### src/include/sync_serial_rx_cfg.svh
// serial receiver configuration

`ifndef SYNC_SERIAL_RX_CFG_SVH
`define SYNC_SERIAL_RX_CFG_SVH

// width of the bit period input, in clk_sys cycles
`define RX_PERIOD_W 20

// clk_sys cycles between two filter samples
`define RX_FILT_DIV 2

// equal samples needed before the filtered line moves
`define RX_FILT_TAPS 4

// framer sample point needs a few ticks of margin,
// so tbit_period must be at least 8 * RX_FILT_DIV
`define RX_MIN_PERIOD (8 * `RX_FILT_DIV)

`endif
### src/rtl/sync_serial_rx_pkg.sv
// serial receiver types
`default_nettype none

package sync_serial_rx_pkg;

	// header opcode, upper nibble of the sync byte
	typedef enum logic [3:0] {
		OP_WRITE = 4'd1,
		OP_READ  = 4'd2,
		OP_EVENT = 4'd3,
		OP_NOP   = 4'd4
	} rx_op_t;

	// end of packet status
	typedef enum logic [1:0] {
		ST_OK,
		ST_BAD_SUM,
		ST_BAD_OP,
		ST_ABORT
	} rx_status_t;

	typedef enum logic [3:0] {
		IDLE, START, D7, D6, D5, D4, D3, D2, D1, D0, STOP1, STOP2, DONE
	} frm_state_t;

	typedef enum logic [1:0] {HUNT, PAYLOAD, CHECK} asm_state_t;

endpackage

`default_nettype wire

### src/rtl/rx_char_if.sv
// received character bus
`timescale 1ns/100ps
`default_nettype none

interface rx_char_if;

	// one cycle strobe, fields below valid with it
	logic       char_vld;
	logic [7:0] char_data;
	// second stop period sampled low
	logic       char_sync;
	// first stop period sampled low
	logic       char_ferr;

	// ----------------------------------------
	modport framer (
		output char_vld,
		output char_data,
		output char_sync,
		output char_ferr
	);

	// no ready, a character is taken in any cycle
	modport assembler (
		input char_vld,
		input char_data,
		input char_sync,
		input char_ferr
	);

endinterface

`default_nettype wire

### src/rtl/sync_serial_rx.sv
// serial link receiver top
`timescale 1ns/100ps
`default_nettype none

`include "sync_serial_rx_cfg.svh"

module sync_serial_rx (
	input  wire                             clk_sys,
	input  wire                             rst_n,
	input  wire                             rx,
	input  wire [`RX_PERIOD_W-1:0]          tbit_period,
	output logic                            data_vld,
	output logic [7:0]                      data,
	output sync_serial_rx_pkg::rx_op_t      data_op,
	output logic                            pkt_done,
	output sync_serial_rx_pkg::rx_status_t  pkt_status
);

	logic line_clean;

	rx_char_if char_bus ();

	// ----------------------------------------
	// line filter, then framer, then assembler
	rx_line_filter u_filter (
		.clk_sys    (clk_sys),
		.rst_n      (rst_n),
		.rx         (rx),
		.line_clean (line_clean)
	);

	rx_bit_framer u_framer (
		.clk_sys     (clk_sys),
		.rst_n       (rst_n),
		.line_clean  (line_clean),
		.tbit_period (tbit_period),
		.char        (char_bus.framer)
	);

	rx_packet_assembler u_assembler (
		.clk_sys    (clk_sys),
		.rst_n      (rst_n),
		.char       (char_bus.assembler),
		.data_vld   (data_vld),
		.data       (data),
		.data_op    (data_op),
		.pkt_done   (pkt_done),
		.pkt_status (pkt_status)
	);

endmodule

`default_nettype wire

### src/rtl/rx_packet_assembler.sv
// sync aligned packet assembler
`timescale 1ns/100ps
`default_nettype none

module rx_packet_assembler (
	input  wire                             clk_sys,
	input  wire                             rst_n,
	rx_char_if.assembler                    char,
	output logic                            data_vld,
	output logic [7:0]                      data,
	output sync_serial_rx_pkg::rx_op_t      data_op,
	output logic                            pkt_done,
	output sync_serial_rx_pkg::rx_status_t  pkt_status
);

	import sync_serial_rx_pkg::*;

	asm_state_t state;
	rx_op_t     hdr_op;
	rx_op_t     op_q;
	logic [3:0] len_q;
	logic [7:0] sum_q;
	logic       op_ok;
	logic       in_pkt;
	logic       hdr_seen;
	logic       abort;
	logic       pay_byte;
	logic       sum_byte;
	logic       bad_op_now;
	logic       bad_op_pend;

	// ----------------------------------------
	// character decode
	assign hdr_op = rx_op_t'(char.char_data[7:4]);
	assign op_ok  = hdr_op inside {OP_WRITE, OP_READ, OP_EVENT, OP_NOP};
	assign in_pkt = (state != HUNT);

	// any clean sync mark is a header, also mid packet
	assign hdr_seen = char.char_vld & char.char_sync & ~char.char_ferr;
	assign abort    = char.char_vld & in_pkt & (char.char_ferr | char.char_sync);
	assign pay_byte = char.char_vld & (state == PAYLOAD) & ~char.char_ferr & ~char.char_sync;
	assign sum_byte = char.char_vld & (state == CHECK) & ~char.char_ferr & ~char.char_sync;

	// bad opcode while hunting reports at once
	assign bad_op_now = hdr_seen & ~op_ok & ~in_pkt;

	// ----------------------------------------
	always_ff @(posedge clk_sys or negedge rst_n) begin
		if (!rst_n) begin
			state       <= HUNT;
			data_vld    <= 1'b0;
			pkt_done    <= 1'b0;
			bad_op_pend <= 1'b0;
		end else begin
			data_vld <= pay_byte;
			pkt_done <= abort | sum_byte | bad_op_now | bad_op_pend;
			// abort strobe goes first, bad opcode one cycle later
			bad_op_pend <= hdr_seen & ~op_ok & in_pkt;
			if (hdr_seen) begin
				if (!op_ok) begin
					state <= HUNT;
				end else if (char.char_data[3:0] == 4'd0) begin
					state <= CHECK;
				end else begin
					state <= PAYLOAD;
				end
			end else if (abort || sum_byte) begin
				state <= HUNT;
			end else if (pay_byte && len_q == 4'd1) begin
				state <= CHECK;
			end
		end
	end

	// ----------------------------------------
	// header latch, running xor and payload out
	always_ff @(posedge clk_sys) begin
		if (hdr_seen) begin
			op_q  <= hdr_op;
			len_q <= char.char_data[3:0];
			sum_q <= char.char_data;
		end else if (pay_byte) begin
			len_q   <= len_q - 4'd1;
			sum_q   <= sum_q ^ char.char_data;
			data    <= char.char_data;
			data_op <= op_q;
		end
	end

	always_ff @(posedge clk_sys) begin
		if (abort) begin
			pkt_status <= ST_ABORT;
		end else if (sum_byte) begin
			pkt_status <= (sum_q == char.char_data) ? ST_OK : ST_BAD_SUM;
		end else if (bad_op_now || bad_op_pend) begin
			pkt_status <= ST_BAD_OP;
		end
	end

endmodule

`default_nettype wire

### src/rtl/rx_bit_framer.sv
// serial bit framer
`timescale 1ns/100ps
`default_nettype none

`include "sync_serial_rx_cfg.svh"

module rx_bit_framer (
	input  wire                    clk_sys,
	input  wire                    rst_n,
	input  wire                    line_clean,
	input  wire [`RX_PERIOD_W-1:0] tbit_period,
	rx_char_if.framer              char
);

	import sync_serial_rx_pkg::*;

	frm_state_t              state;
	frm_state_t              state_nxt;
	logic                    line_q;
	logic                    fall;
	logic                    busy;
	logic                    finish_bit;
	logic                    mid_bit;
	logic [`RX_PERIOD_W-1:0] cnt_cycle;
	logic [`RX_PERIOD_W-1:0] mid_point;
	logic [7:0]              data_int;
	logic                    stop1_low;
	logic                    stop2_low;

	// start edge on the filtered line
	always_ff @(posedge clk_sys or negedge rst_n) begin
		if (!rst_n) begin
			line_q <= 1'b1;
		end else begin
			line_q <= line_clean;
		end
	end

	assign fall = line_q & ~line_clean;

	// ----------------------------------------
	// main FSM, one bit period per state
	always_comb begin
		state_nxt = state;
		case (state)
			IDLE:  state_nxt = fall ? START : IDLE;
			START: state_nxt = finish_bit ? D7 : START;
			D7:    state_nxt = finish_bit ? D6 : D7;
			D6:    state_nxt = finish_bit ? D5 : D6;
			D5:    state_nxt = finish_bit ? D4 : D5;
			D4:    state_nxt = finish_bit ? D3 : D4;
			D3:    state_nxt = finish_bit ? D2 : D3;
			D2:    state_nxt = finish_bit ? D1 : D2;
			D1:    state_nxt = finish_bit ? D0 : D1;
			D0:    state_nxt = finish_bit ? STOP1 : D0;
			STOP1: state_nxt = finish_bit ? STOP2 : STOP1;
			STOP2: state_nxt = finish_bit ? DONE : STOP2;
			DONE:  state_nxt = IDLE;
			default: state_nxt = IDLE;
		endcase
	end

	always_ff @(posedge clk_sys or negedge rst_n) begin
		if (!rst_n) begin
			state <= IDLE;
		end else begin
			state <= state_nxt;
		end
	end

	// ----------------------------------------
	// bit timing
	assign busy       = (state != IDLE) && (state != DONE);
	assign finish_bit = (cnt_cycle == tbit_period - 1'b1);
	assign mid_point  = (tbit_period >> 1) - 1'b1;
	assign mid_bit    = (cnt_cycle == mid_point);

	always_ff @(posedge clk_sys or negedge rst_n) begin
		if (!rst_n) begin
			cnt_cycle <= '0;
		end else if (!busy || finish_bit) begin
			cnt_cycle <= '0;
		end else begin
			cnt_cycle <= cnt_cycle + 1'b1;
		end
	end

	// mid bit sampling, msb first
	always_ff @(posedge clk_sys) begin
		if (mid_bit) begin
			case (state)
				D7:    data_int[7] <= line_clean;
				D6:    data_int[6] <= line_clean;
				D5:    data_int[5] <= line_clean;
				D4:    data_int[4] <= line_clean;
				D3:    data_int[3] <= line_clean;
				D2:    data_int[2] <= line_clean;
				D1:    data_int[1] <= line_clean;
				D0:    data_int[0] <= line_clean;
				STOP1: stop1_low   <= ~line_clean;
				STOP2: stop2_low   <= ~line_clean;
				default: ;
			endcase
		end
	end

	// ----------------------------------------
	// character out, one strobe per frame
	always_ff @(posedge clk_sys or negedge rst_n) begin
		if (!rst_n) begin
			char.char_vld <= 1'b0;
		end else begin
			char.char_vld <= (state == DONE);
		end
	end

	always_ff @(posedge clk_sys) begin
		if (state == DONE) begin
			char.char_data <= data_int;
			char.char_sync <= stop2_low;
			char.char_ferr <= stop1_low;
		end
	end

endmodule

`default_nettype wire

### src/rtl/rx_line_filter.sv
// serial line glitch filter
`timescale 1ns/100ps
`default_nettype none

`include "sync_serial_rx_cfg.svh"

module rx_line_filter (
	input  wire  clk_sys,
	input  wire  rst_n,
	input  wire  rx,
	output logic line_clean
);

	localparam int DIV_W = $clog2(`RX_FILT_DIV + 1);

	logic [1:0]               sync_q;
	logic [DIV_W-1:0]         div_cnt;
	logic                     tick;
	logic [`RX_FILT_TAPS-1:0] samples;

	// ----------------------------------------
	// two flop synchroniser, line idles high
	always_ff @(posedge clk_sys or negedge rst_n) begin
		if (!rst_n) begin
			sync_q <= 2'b11;
		end else begin
			sync_q <= {sync_q[0], rx};
		end
	end

	// sample prescaler
	assign tick = (div_cnt == DIV_W'(`RX_FILT_DIV - 1));

	always_ff @(posedge clk_sys or negedge rst_n) begin
		if (!rst_n) begin
			div_cnt <= '0;
		end else if (tick) begin
			div_cnt <= '0;
		end else begin
			div_cnt <= div_cnt + 1'b1;
		end
	end

	// ----------------------------------------
	// output moves only when all taps agree
	always_ff @(posedge clk_sys or negedge rst_n) begin
		if (!rst_n) begin
			samples    <= '1;
			line_clean <= 1'b1;
		end else if (tick) begin
			samples <= {samples[`RX_FILT_TAPS-2:0], sync_q[1]};
			if (&samples) begin
				line_clean <= 1'b1;
			end else if (~|samples) begin
				line_clean <= 1'b0;
			end
		end
	end

endmodule

`default_nettype wire

### config.mk
export PLATFORM = sky130hd
export DESIGN_NAME = sync_serial_rx
export DESIGN_NICKNAME = d
export VERILOG_FILES = /design/src/rtl/sync_serial_rx_pkg.sv /design/src/rtl/rx_char_if.sv /design/src/rtl/sync_serial_rx.sv /design/src/rtl/rx_packet_assembler.sv /design/src/rtl/rx_bit_framer.sv /design/src/rtl/rx_line_filter.sv
export VERILOG_INCLUDE_DIRS = /design/src /design/src/include
export SDC_FILE = /design/constraint.sdc
export NUM_CORES = 1
export LEC_CHECK = 0
export BUFFER_PORTS_ARGS = -buffer_cell sky130_fd_sc_hd__buf_2
export CAP_MARGIN = 5
export CORE_MARGIN = 2
export CORE_UTILIZATION = 45
export CTS_CLUSTER_DIAMETER = 200
export DETAILED_ROUTE_END_ITERATION = 10
export REMOVE_ABC_BUFFERS = 1
export SLEW_MARGIN = 20
export SYNTH_ARGS = -nofsm -noshare
export SYNTH_HDL_FRONTEND = slang
export SYNTH_SLANG_ARGS = --single-unit
### constraint.sdc
create_clock -name clk_sys -period 3.8 [get_ports clk_sys]
set_input_delay 0.76 -clock clk_sys [delete_from_list [all_inputs] [get_ports clk_sys]]
set_output_delay 0.76 -clock clk_sys [all_outputs]
set_load 0.01 [all_outputs]
After elaboration in Yosys (flattened, before gate mapping)
Cells that the tools add are included.
{"block": "word_totals", "ff_bits": 90, "out_inout_bits": 16, "word_cells": 143, "in_bits": 23}
{"block": "op_classes", "n_bitwise": 25, "n_reduce_logical": 28, "eq_ne": 25, "n_mux": 29, "n_addsub": 5}
{"cell": "$pmux 4 s12", "n": 1}
{"cell": "$eq 20x20->1", "n": 2}
{"cell": "$reduce_and 2->1", "n": 12}
{"cell": "$mux 2", "n": 11}
{"cell": "$add 20x1->20 const B", "n": 1}
{"cell": "$eq 4x3->1 const B", "n": 5}
{"cell": "$eq 4x4->1 const B", "n": 5}
{"cell": "$mux 20", "n": 1}
{"cell": "$sub 19x1->20 const B", "n": 1}
{"cell": "$sub 20x1->20 const B", "n": 1}
{"cell": "$eq 4x2->1 const B", "n": 4}
{"cell": "$mux 8", "n": 2}
{"cell": "$and 1x1->1", "n": 14}
{"cell": "$eq 4x1->1 const B", "n": 3}
{"cell": "$mux 4", "n": 3}
{"cell": "$mux 1", "n": 9}
{"cell": "$eq 8x8->1", "n": 1}
{"cell": "$logic_not 4->1", "n": 2}
{"cell": "$reduce_bool 4->1", "n": 2}
{"cell": "$xor 8x8->8", "n": 1}
{"cell": "$mux 3", "n": 2}
{"cell": "$not 1->1", "n": 6}
{"cell": "$reduce_bool 2->1", "n": 3}
{"cell": "$eq 2x1->1 const B", "n": 2}
{"cell": "12 further kinds", "n": 18}

Depth between registers and ports, before layout
Gate-level depths: netlist (run 1).
{"block": "logic_depth", "depth_word": 8, "mapped_depth": 11, "depth_no_buf": 9}

Cells and area by module
A second synthesis (run 1) with hierarchy kept.
{"block": "hier_totals", "hier_cells": 478, "hier_area_um2": 5154.9}
{"mod": "rx_bit_framer", "area_each_um2": 3290.7, "cells_each": 347, "seq_area_each_um2": 1252.5, "instances": 1}
{"mod": "rx_packet_assembler", "area_each_um2": 1506.4, "cells_each": 110, "seq_area_each_um2": 1006.0, "instances": 1}
{"mod": "rx_line_filter", "area_each_um2": 357.8, "cells_each": 21, "seq_area_each_um2": 234.0, "instances": 1}

Least setup slack after synthesis (run 1)
OpenSTA, ideal clock, no wires.
{"block": "synth_path", "path_kind": "input to register", "start": "input port tbit_period[3]", "end": "register u_framer.state[1]", "t_arrival_ps": 3327, "cell_stages": 9, "n_path_buf": 2, "required_ps": 3723, "setup_ps": 77, "slack_ps": 396, "path_cell_list": "buf_2 -> or4_4 -> buf_6 -> nand4bb_4 -> xnor2_1 -> or4b_1 -> or3_1 -> or4_1 -> a21oi_1"}
{"block": "synth_via", "elab_chain_len": 4, "elab_cells_between_ends": 9, "cone_classes": "add/sub: 1; eq/ne: 1; mux: 7"}
{"item": "from (decl)", "line": "sync_serial_rx.sv:11", "source": "input wire [`RX_PERIOD_W-1:0] tbit_period,"}
{"item": "$sub 20x1->20 *", "line": "rx_bit_framer.sv:74", "source": "assign finish_bit = (cnt_cycle == tbit_period - 1'b1);"}
{"item": "$eq 20x20->1 *", "line": "rx_bit_framer.sv:74"}
{"item": "$mux 3 (tied with other cells)", "line": "rx_bit_framer.sv:49, rx_bit_framer.sv:57"}
{"item": "$pmux 4 s12 *", "line": "rx_bit_framer.sv:45", "source": "case (state)"}
{"item": "net u_framer.state_nxt[1]", "line": "rx_bit_framer.sv:18", "source": "frm_state_t state_nxt;"}
{"item": "to (signal assigned)", "line": "rx_bit_framer.sv:67", "source": "state <= state_nxt;"}
{"item": "to (decl)", "line": "rx_bit_framer.sv:17", "source": "frm_state_t state;"}
The timed path passes the listed nets; every way through them passes the cells marked *.
A chain may end at the register's enable or synchronous reset.

Worst setup path in the final report (run 1)
{"block": "layout_path", "start": "input port tbit_period[2]", "end": "register u_framer.state[2]"}
{"block": "layout_via", "elab_chain_len": 4, "elab_cells_between_ends": 6, "cone_classes": "add/sub: 1; eq/ne: 1; mux: 4"}
{"item": "$sub 20x1->20 *", "line": "rx_bit_framer.sv:74"}
{"item": "$eq 20x20->1 *", "line": "rx_bit_framer.sv:74"}
{"item": "$mux 3 / $mux 4 (equally long branches)", "line": "rx_bit_framer.sv:49, rx_bit_framer.sv:57, rx_bit_framer.sv:53"}
{"item": "$pmux 4 s12 *", "line": "rx_bit_framer.sv:45"}
{"item": "net u_framer.state_nxt[2]", "line": "rx_bit_framer.sv:18"}
Marks and branches as above.

==> flow_summary.ini, run 1 <==
[logic_synthesis]
synth.ff_latch_count = 90
synthSimpleGateAreaFrac = 0.212
post-synth-top-count-cell = sky130_fd_sc_hd__xnor2_1
muxShareOfSynthArea = 0.0110
netlist_top_cells_area = sky130_fd_sc_hd__edfxtp_1, sky130_fd_sc_hd__dfrtp_1, sky130_fd_sc_hd__xnor2_1, sky130_fd_sc_hd__xor2_1, sky130_fd_sc_hd__dfstp_2
post_synth_most_frequent_cells = sky130_fd_sc_hd__xnor2_1, sky130_fd_sc_hd__nor2_1, sky130_fd_sc_hd__edfxtp_1, sky130_fd_sc_hd__xor2_1
synthesis.area_sq_um = 5110
synth-compound-area-share = 0.0774
yosysWarnings = 0
synth.top_cell.area_share = 0.282
synth_edf_count = 48
main_combinational_cell_family_by_area_after_synthesis = simple AND/OR/NAND/NOR gates
synthCells = 496
synth_async_sr_flop_share = 0.444
ys_types = 58
synth.largest_area_cell = sky130_fd_sc_hd__edfxtp_1
postSynth.topFlopCell = sky130_fd_sc_hd__edfxtp_1
syn_area_per_cell_sq_um = 10.3
synth-adder-area-share = 0.0122
seq_area_frac_synth = 0.488
synth_xor_area_frac = 0.162

[sta]
fin_hold_ws_ns = 0.359
timing.final.setup_violations = 0
final-hold-violation-count = 0
maxSlewViolCount = 0
finalCriticalPeriod_ns = 3.25
maxSlewHeadroom = 0.374
final.setup_skew_ns = 0.00794
post-route-period-util = 0.856
setup-tns-final_ns = 0
rsz0062_at_grt = no
fmax_mhz = 307
slew_at_the_pin_closest_to_its_max_slew_limit_ns = 0.938
final_critical_path_setup_slack_ns = 0.548

[cts]
cts_root_buf = sky130_fd_sc_hd__clkbuf_16
cts-root-to-sink-buffers = 2
clock_sinks = 90
clock_latency_ns = 0.34
cts_tree = yes
post_cts_resize_count = 0
cts_inserted_buffers = 9
post_cts_hold_buffer_count = 0
cts.repair_timing.setup_buffer_count = 0
path_clk_slew_ns = 0.06
cts_max_level = 3

[critical_path]
ff_to_ff_setup_slack_ns = 1.11
timing.critical_path.slowest_cell_delay_ns = 0.60
worstPathArrival_ns = 3.48
startpoint_to_endpoint_class_of_the_critical_path = in2reg
crit_path_cell_trace = buf_2 > or4_4 > nand4bb_4 > a2111oi_0 > o32a_1 > o21ai_2 > nor3_1 > mux2_2
start_kind = input pin
cpLargestDelayFamily = simple AND/OR/NAND/NOR gates
critical_path_peak_fanout = 7
critical_path_s_slowest_cell = sky130_fd_sc_hd__or4_4
worstPathRequired_ns = 4.02
reg2reg_depth = 7
timing.critical_path.buf_inv = 1
cp-end-kind = flip-flop
timing.rr.end = u_framer.state[2]
r2r_start = u_framer.cnt_cycle[16]

[min_path]
holdPathStages = 0
worst_hold_end = u_filter.sync_q[1]
worst_hold_path_type = reg2reg
holdCritStartpoint = u_filter.sync_q[0]

[grt]
vias_in_the_first_global_route = 3569
total_grt_usage = 0.182
antenna_found_initial = 0
grt_start_max_net_pins = 41
grt-ovfl-total = 0
grt_first_pass_wirelength_um = 18000

[power]
total_power_density_per_cell_area_nw_per_um2 = 406
vdd.ir_drop.worst_uv = 177
total_leakage_power_uw = 0.00216
design_power_total_uw = 2310

[drt]
dr.pass1.iters = 4
vias_per_cell = 5.45
count_of_routing_violations_after_the_opening_detailed_route_iteration = 160
route.detailed.wl_per_inst_um = 16.0
drt_drc_violations_left = 0
wirelength_um = 10700
total_number_of_vias = 3646
drt.antenna.violating_nets = 0

[floorplanning]
core_area_sq_um = 10900
die_width_um = 111
floorplan.rows = 38
io_pins = 39
start_util = 0.467
die_h_um = 111
fp.dieArea_sq_um = 12200

[layout]
layout.filler_cells = 975
signed_area_change_from_the_synthesized_netlist_to_the_final_layout_pct = 11.6
drive_above_1_share = 0.151
num-nets-final = 552
antenna_cells_inserted = 0
layout.core_utilization = 0.521

[job]
drv.max_cap_violation_count = 0

[placed_design]
place_worst_setup_slack_ns = 0.214
placer_congestion = 0.837
port-buffer-count = 38
post-dp-hpwl_um = 7910

[status]
status = completed
==> state kept, by name, indices dropped and copies added, names as in the netlist, 4 cells and up <==
signal	count
u_framer.cnt_cycle	20
u_filter.samples	4
u_assembler.sum_q	8
u_assembler.data	8
u_framer.char.char_data	8
u_assembler.op_q	4
u_framer.state	4
u_assembler.len_q	4
u_framer.data_int	8
u_assembler.data_op	4
==> cells by family after synthesis <==
kind of cell,after synthesis
DFF,90
and+or+nand+nor,203
xor gates and xnor gates,93
muxes,5
AOI/OAI and AO/OA,58
buffers and inverters,42
adders and majority gates,5
==> power breakdown <==
part | internal (uW) | leakage (uW) | switching, uW
Combinational | 127 | 0.00104 | 158
Sequential | 1060 | 0.000975 | 65.3
Clock | 518 | 0.000144 | 389
Total | 1700 | 0.00216 | 612
==> cells in the final DEF, fill, tap and decap left out, types with 3 or more instances in the layout <==
master	Yosys	layout
sky130_fd_sc_hd__dfstp_2	8	8
sky130_fd_sc_hd__nor2_1	54	54
sky130_fd_sc_hd__or3_1	6	6
sky130_fd_sc_hd__nand4_1	11	11
sky130_fd_sc_hd__nand3b_1	4	4
sky130_fd_sc_hd__nand3_1	20	20
sky130_fd_sc_hd__buf_4	0	5
sky130_fd_sc_hd__or4_1	4	4
sky130_fd_sc_hd__o211a_1	3	3
sky130_fd_sc_hd__clkbuf_16	0	9
sky130_fd_sc_hd__ha_1	5	5
sky130_fd_sc_hd__xnor2_1	56	56
sky130_fd_sc_hd__nor2b_1	4	4
sky130_fd_sc_hd__a31oi_1	4	4
sky130_fd_sc_hd__o21ai_0	12	12
sky130_fd_sc_hd__nand2b_1	4	4
sky130_fd_sc_hd__inv_1	15	15
sky130_fd_sc_hd__dfrtp_1	32	32
sky130_fd_sc_hd__and4_1	5	5
sky130_fd_sc_hd__nor4_1	17	17
sky130_fd_sc_hd__buf_2	4	38
sky130_fd_sc_hd__xor2_1	36	36
sky130_fd_sc_hd__mux2_2	5	5
sky130_fd_sc_hd__nand2_1	32	32
sky130_fd_sc_hd__a21oi_1	19	19
sky130_fd_sc_hd__nor3_1	19	19
sky130_fd_sc_hd__nor4b_1	3	3
sky130_fd_sc_hd__edfxtp_1	48	48
sky130_fd_sc_hd__and2_1	4	4
sky130_fd_sc_hd__inv_6	0	3
sky130_fd_sc_hd__and3_1	6	6
sky130_fd_sc_hd__o31ai_1	4	4
==> worst reg2reg max path, stage by stage, from the launching register on <==
cell,delay [ns]
sky130_fd_sc_hd__dfrtp_1,0.47
sky130_fd_sc_hd__xor3_1,0.31
sky130_fd_sc_hd__nand3b_1,0.09
sky130_fd_sc_hd__a2111oi_0,0.56
sky130_fd_sc_hd__o32a_1,0.26
sky130_fd_sc_hd__o21ai_2,0.12
sky130_fd_sc_hd__nor3_1,0.38
sky130_fd_sc_hd__mux2_2,0.38
==> routing by layer <==
layer | vias up | part of all wire | GRT usage
li1 | 1827 | - | -
met4 | 0 | 0.019 | 0.0617
met5 | - | 0 | 0
met3 | 16 | 0.036 | 0.0351
met2 | 83 | 0.49 | 0.310
met1 | 1720 | 0.45 | 0.233
==> worst max-delay path by stage <==
stage	from	depth (start not counted)	slack, ns	endpoint
finish	tbit_period[2]	8	0.55	u_framer.state[2]
global route	tbit_period[2]	8	0.34	u_framer.state[2]
CTS	tbit_period[2]	8	0.58	u_framer.cnt_cycle[1]
detailed placement	tbit_period[2]	8	0.21	u_framer.cnt_cycle[1]
global placement	tbit_period[2]	8	0.23	u_framer.cnt_cycle[1]
floorplan	tbit_period[1]	9	0.48	u_framer.state[1]
==> per-stage QoR <==
step                      instance area (sq um)  cells
after floorplan                            4980    469
after CTS                                  5700    669
after global routing                       5700    669
final                                      5700    669
after global placement                     5400    653
after detailed placement                   5400    653
==> cell type report <==
cell class                      instances  area, sq um  share of cell area
Sequential cell                        90         2490               0.437
Multi-Input combinational cell        364         2430               0.426
Timing Repair Buffer                   44          248              0.0435
Clock buffer                           10          229              0.0402
Tap cell                              140          175              0.0307
Clock inverter                          6         70.1              0.0123
Inverter                               15         56.3             0.00988
(Power assumes the default switching activity.)
==> run 2, diff against run 1 <==
Settings changed: CORE_ASPECT_RATIO from default to 1.1.
Clock period 3.8 ns to 3.55 ns, I/O delays scaled along.
==> run 2 against run 1 <==
Combinational power grew 7%. Clock skew is 0.0041 ns higher. Count of clock-buffer cells in the layout is 1 lower. Wire length is 1.8% lower. Die area about the same. Total power rose by 4.1%. Largest cell class unchanged. Via count increased by 0.99%. Sequential share of layout area decreased by 0.11 points. Register-to-register slack lost 0.14 ns. Final area up 0.24%. Utilization decreased by 0.23 points. Largest power group unchanged. Highest routed layer unchanged. Critical endpoint is now u_framer.data_int[6].
==> flow_summary.ini, run 2 (synthesis results as in run 1) <==
[status]
status = completed

[floorplanning]
floorplan.rows = 40
die_h_um = 116
start_util = 0.464
io_pins = 39
die_width_um = 106
core_area_sq_um = 11000
fp.dieArea_sq_um = 12200

[cts]
clock_latency_ns = 0.34
cts_inserted_buffers = 9
path_clk_slew_ns = 0.07
cts-root-to-sink-buffers = 2
cts_tree = yes
post_cts_hold_buffer_count = 0
cts_max_level = 3
post_cts_resize_count = 0
cts.repair_timing.setup_buffer_count = 0
clock_sinks = 90
cts_root_buf = sky130_fd_sc_hd__clkbuf_16

[sta]
final-hold-violation-count = 0
slew_at_the_pin_closest_to_its_max_slew_limit_ns = 0.956
final.setup_skew_ns = 0.0120
setup-tns-final_ns = 0
rsz0062_at_grt = no
maxSlewHeadroom = 0.363
fmax_mhz = 323
finalCriticalPeriod_ns = 3.10
maxSlewViolCount = 0
timing.final.setup_violations = 0
post-route-period-util = 0.872

[placed_design]
post-dp-hpwl_um = 7880
port-buffer-count = 38
placer_congestion = 0.841
placed_cell_area_sq_um = 5430

[critical_path]
critical_path_s_slowest_cell = sky130_fd_sc_hd__or4_4
cpLargestDelayFamily = simple AND/OR/NAND/NOR gates
crit_path_cell_trace = buf_2 > or4_4 > buf_4 > nor2_1 > xnor2_1 > nor3_1 > nand4_1 > or3_1 > nor4_1
worstPathArrival_ns = 3.10
critical_path_peak_fanout = 10
start_kind = input pin
timing.critical_path.slowest_cell_delay_ns = 0.54
startpoint_to_endpoint_class_of_the_critical_path = in2reg
cp-end-kind = flip-flop
timing.critical_path.buf_inv = 2
worstPathRequired_ns = 3.56

[layout]
layout.filler_cells = 1024
largest-register = u_framer.cnt_cycle
layout.cells.most_common = sky130_fd_sc_hd__xnor2_1
finalInstanceArea_sq_um = 5710
signed_area_change_from_the_synthesized_netlist_to_the_final_layout_pct = 11.9
drive_above_1_share = 0.158
multiInputGateArea_sq_um = 2430
antenna_cells_inserted = 0
sequential_cell_area_sq_um = 2490
num-nets-final = 555
top_library_cells_by_usage_in_the_layout_fill_and_taps_aside = sky130_fd_sc_hd__xnor2_1, sky130_fd_sc_hd__nor2_1, sky130_fd_sc_hd__edfxtp_1
largest_register_ff_count = 20

[power]
vdd.ir_drop.worst_uv = 183
total_leakage_power_uw = 0.00217
total_power_density_per_cell_area_nw_per_um2 = 421

[grt]
antenna_found_initial = 0
grt_first_pass_wirelength_um = 17900
total_grt_usage = 0.186
grt-ovfl-total = 0
grt_start_max_net_pins = 41
vias_in_the_first_global_route = 3673

[job]
drv.max_cap_violation_count = 0

[drt]
route.detailed.wl_per_inst_um = 15.4
dr.pass1.iters = 5
drt_drc_violations_left = 0
drt.antenna.violating_nets = 0
vias_per_cell = 5.42
total_number_of_vias = 3682
wirelength_um = 10500
count_of_routing_violations_after_the_opening_detailed_route_iteration = 137

[min_path]
worst_hold_path_type = reg2reg
[run 2: cell count changes in the layout (fill, tap and decap cells not counted), sizes merged]
| cell | previous run | this run |
|---|---|---|
| clkinv | 0 | 1 |
| bufinv | 1 | 0 |
| inv | 19 | 20 |
| buf | 44 | 47 |
| clkbuf | 10 | 9 |
[run 2: cell type report]
type,instances,area share
Clock buffer,9,0.0394
Clock inverter,7,0.00986
Inverter,15,0.00986
Multi-Input combinational cell,364,0.425
Sequential cell,90,0.436
Tap cell,147,0.0322
Timing Repair Buffer,47,0.0473
[run 2: power by group]
group | leakage (uW) | switching [uW] | internal, uW | total (uW)
registers | 0.000975 | 67.1 | 1130 | 1200
logic | 0.00105 | 167 | 137 | 304
clock network | 0.000139 | 421 | 486 | 907
total | 0.00217 | 655 | 1750 | 2410
[run 2: layer usage]
metal	vias to the layer above	global-route usage	wire, um
met4	0	0.0588	178
met3	12	0.0371	409
met5	-	0	0
met2	94	0.350	5480
met1	1752	0.213	4420
li1	1824	-	-
[run 2: path summary, 6_finish.rpt]
path | to | depth (start not counted) | startpoint | slack (ns)
worst min-delay path | u_filter.sync_q[1] | 0 | u_filter.sync_q[0] | 0.36
worst max-delay path | u_framer.data_int[6] | 9 | tbit_period[2] | 0.45
worst max register to register | u_framer.cnt_cycle[1] | 7 | u_framer.cnt_cycle[2] | 0.97
worst min register to register | u_filter.sync_q[1] | 0 | u_filter.sync_q[0] | 0.36
min in group asynchronous | u_framer.cnt_cycle[14] | 1 | rst_n | 0.52
max in group asynchronous | u_framer.state[1] | 1 | rst_n | 2.43
[run 2: per-stage QoR]
stage                     setup slack (ns)  std cells  hold WS (ns)  total power (uW)   util
after floorplan                      0.282        469         0.345              1410      -
after global placement               0.153        663         0.347              1520  0.493
after detailed placement            0.0824        663         0.347              1520  0.493
after CTS                            0.455        679         0.357              2440  0.519
after global routing                 0.248        679         0.364              2530  0.519
final                                0.453        679         0.356              2410  0.519
==> run 3, diff against run 2 <==
Settings changed: CORE_ASPECT_RATIO 1.1 to default, CORE_UTILIZATION 45 to 41.
==> run 3 against run 2 <==
Total power rose by 0.31%. Combinational power hardly changed. Hold slack is essentially flat. Clock power about the same. Flip-flop and latch count stayed put. Highest routed layer unchanged.
==> flow_summary.ini, run 3 (synthesis results as in run 1) <==
[sta]
finalCriticalPeriod_ns = 3.24
setup-tns-final_ns = 0
timing.final.setup_violations = 0
final.setup_skew_ns = 0.00946
maxSlewViolCount = 0
slew_at_the_pin_closest_to_its_max_slew_limit_ns = 0.945
final_critical_path_setup_slack_ns = 0.314
maxSlewHeadroom = 0.370
final-hold-violation-count = 0
fmax_mhz = 309
fin_hold_ws_ns = 0.356
post-route-period-util = 0.912
rsz0062_at_grt = no

[cts]
cts_inserted_buffers = 9
cts_tree = yes
cts.repair_timing.setup_buffer_count = 0
post_cts_resize_count = 0
cts_max_level = 3
clock_sinks = 90
path_clk_slew_ns = 0.06
post_cts_hold_buffer_count = 0
cts_root_buf = sky130_fd_sc_hd__clkbuf_16
cts-root-to-sink-buffers = 2
clock_latency_ns = 0.35

[critical_path]
startpoint_to_endpoint_class_of_the_critical_path = in2reg
worstPathArrival_ns = 3.25
timing.critical_path.slowest_cell_delay_ns = 0.55
start_kind = input pin
cp-end-kind = flip-flop
worstPathRequired_ns = 3.56
critical_path_s_slowest_cell = sky130_fd_sc_hd__or4_4
ff_to_ff_setup_slack_ns = 0.81
crit_path_cell_trace = buf_2 > or4_4 > buf_4 > nor2_1 > xnor2_1 > nor3_1 > nand4_1 > or3_1 > nor4_1
critical_path_peak_fanout = 10

[grt]
total_grt_usage = 0.171
grt_start_max_net_pins = 41
grt-ovfl-total = 0
vias_in_the_first_global_route = 3583
grtUsageMet3 = 0.0643
grt_first_pass_wirelength_um = 17700
met1_resource_use_gr = 0.221
grt-busiest-layer = met2
gr-usage-met2 = 0.269
antenna_found_initial = 0

[power]
total_leakage_power_uw = 0.00216
total_power_density_per_cell_area_nw_per_um2 = 421
vdd.ir_drop.worst_uv = 373

[layout]
layout.cells.most_common = sky130_fd_sc_hd__xnor2_1
layout.filler_cells = 1128
largest-register = u_framer.cnt_cycle
largest_register_ff_count = 20
final-instance-count-excl-fill = 699
drive_above_1_share = 0.154
multiInputGateArea_sq_um = 2430
antenna_cells_inserted = 0
signed_area_change_from_the_synthesized_netlist_to_the_final_layout_pct = 12.3
sequential_cell_area_sq_um = 2490
num-nets-final = 554
top_library_cells_by_usage_in_the_layout_fill_and_taps_aside = sky130_fd_sc_hd__xnor2_1, sky130_fd_sc_hd__nor2_1, sky130_fd_sc_hd__edfxtp_1

[placed_design]
dp.cells = 683
post-dp-hpwl_um = 7740
placer_congestion = 0.907
port-buffer-count = 38
place_worst_setup_slack_ns = -0.00206

[floorplanning]
fp.dieArea_sq_um = 13400
core_area_sq_um = 12100
floorplan.rows = 40
start_util = 0.423
die_width_um = 116
io_pins = 39
die_h_um = 116

[drt]
count_of_routing_violations_after_the_opening_detailed_route_iteration = 236
vias_per_cell = 5.24
route.detailed.wl_per_inst_um = 15.0
drt_drc_violations_left = 0
drt.antenna.violating_nets = 0
total_number_of_vias = 3665
dr.pass1.iters = 4
wirelength_um = 10500

[status]
status = completed

[job]
drv.max_cap_violation_count = 0

[min_path]
worst_hold_path_type = reg2reg
run 3: cell types whose count changed in the layout (fill, tap and decap cells not counted), sizes merged:
cell    before  now
clkinv       1    5
buf         47   46
inv         20   15
clkbuf       9   10
run 3: final cells by class:
type / count / area share
clock buffers: 10 / 0.0399
clock inverters: 6 / 0.00960
inverters: 15 / 0.00982
multi-input cells: 364 / 0.424
flip-flops and latches: 90 / 0.435
well taps: 168 / 0.0367
repair buffers: 46 / 0.0458
run 3: layer usage:
metal  wire (um)  part of all wire  up-vias
li1            -                 -     1827
met1        4820              0.46     1751
met2        4920              0.47       71
met3         577             0.055       16
met4         181             0.017        0
met5           0                 0        -
run 3: worst max-delay path: cells and delay by family:
family	cells	cell delay, ns
xor gates and xnor gates	1	0.11
and+or+nand+nor	6	2.11
buffers and inverters	2	0.32
run 3: power breakdown:
| group | leakage [uW] | switching [uW] | internal, uW |
|---|---|---|---|
| sequential | 0.000975 | 71.2 | 1130 |
| combinational | 0.00105 | 169 | 137 |
| clock | 0.000135 | 425 | 483 |
run 3: through the flow:
stage           util  power (uW)  instance area (sq um)
6_report       0.475        2420                   5730
5_1_grt        0.475        2520                   5730
4_1_cts        0.475        2440                   5730
3_5_place_dp   0.452        1530                   5450
3_3_place_gp   0.452        1520                   5450
2_1_floorplan      -        1410                   4980
run 3: path summary, 6_finish.rpt:
check                                        from                    end  depth (start not counted)
min in group asynchronous                   rst_n  u_framer.cnt_cycle[9]                          1
max                                tbit_period[2]   u_framer.data_int[3]                          9
min reg2reg                    u_filter.sync_q[0]     u_filter.sync_q[1]                          0
max reg2reg                u_framer.cnt_cycle[16]  u_framer.cnt_cycle[1]                          7
min                            u_filter.sync_q[0]     u_filter.sync_q[1]                          0
max in group asynchronous                   rst_n   u_assembler.state[1]                          1
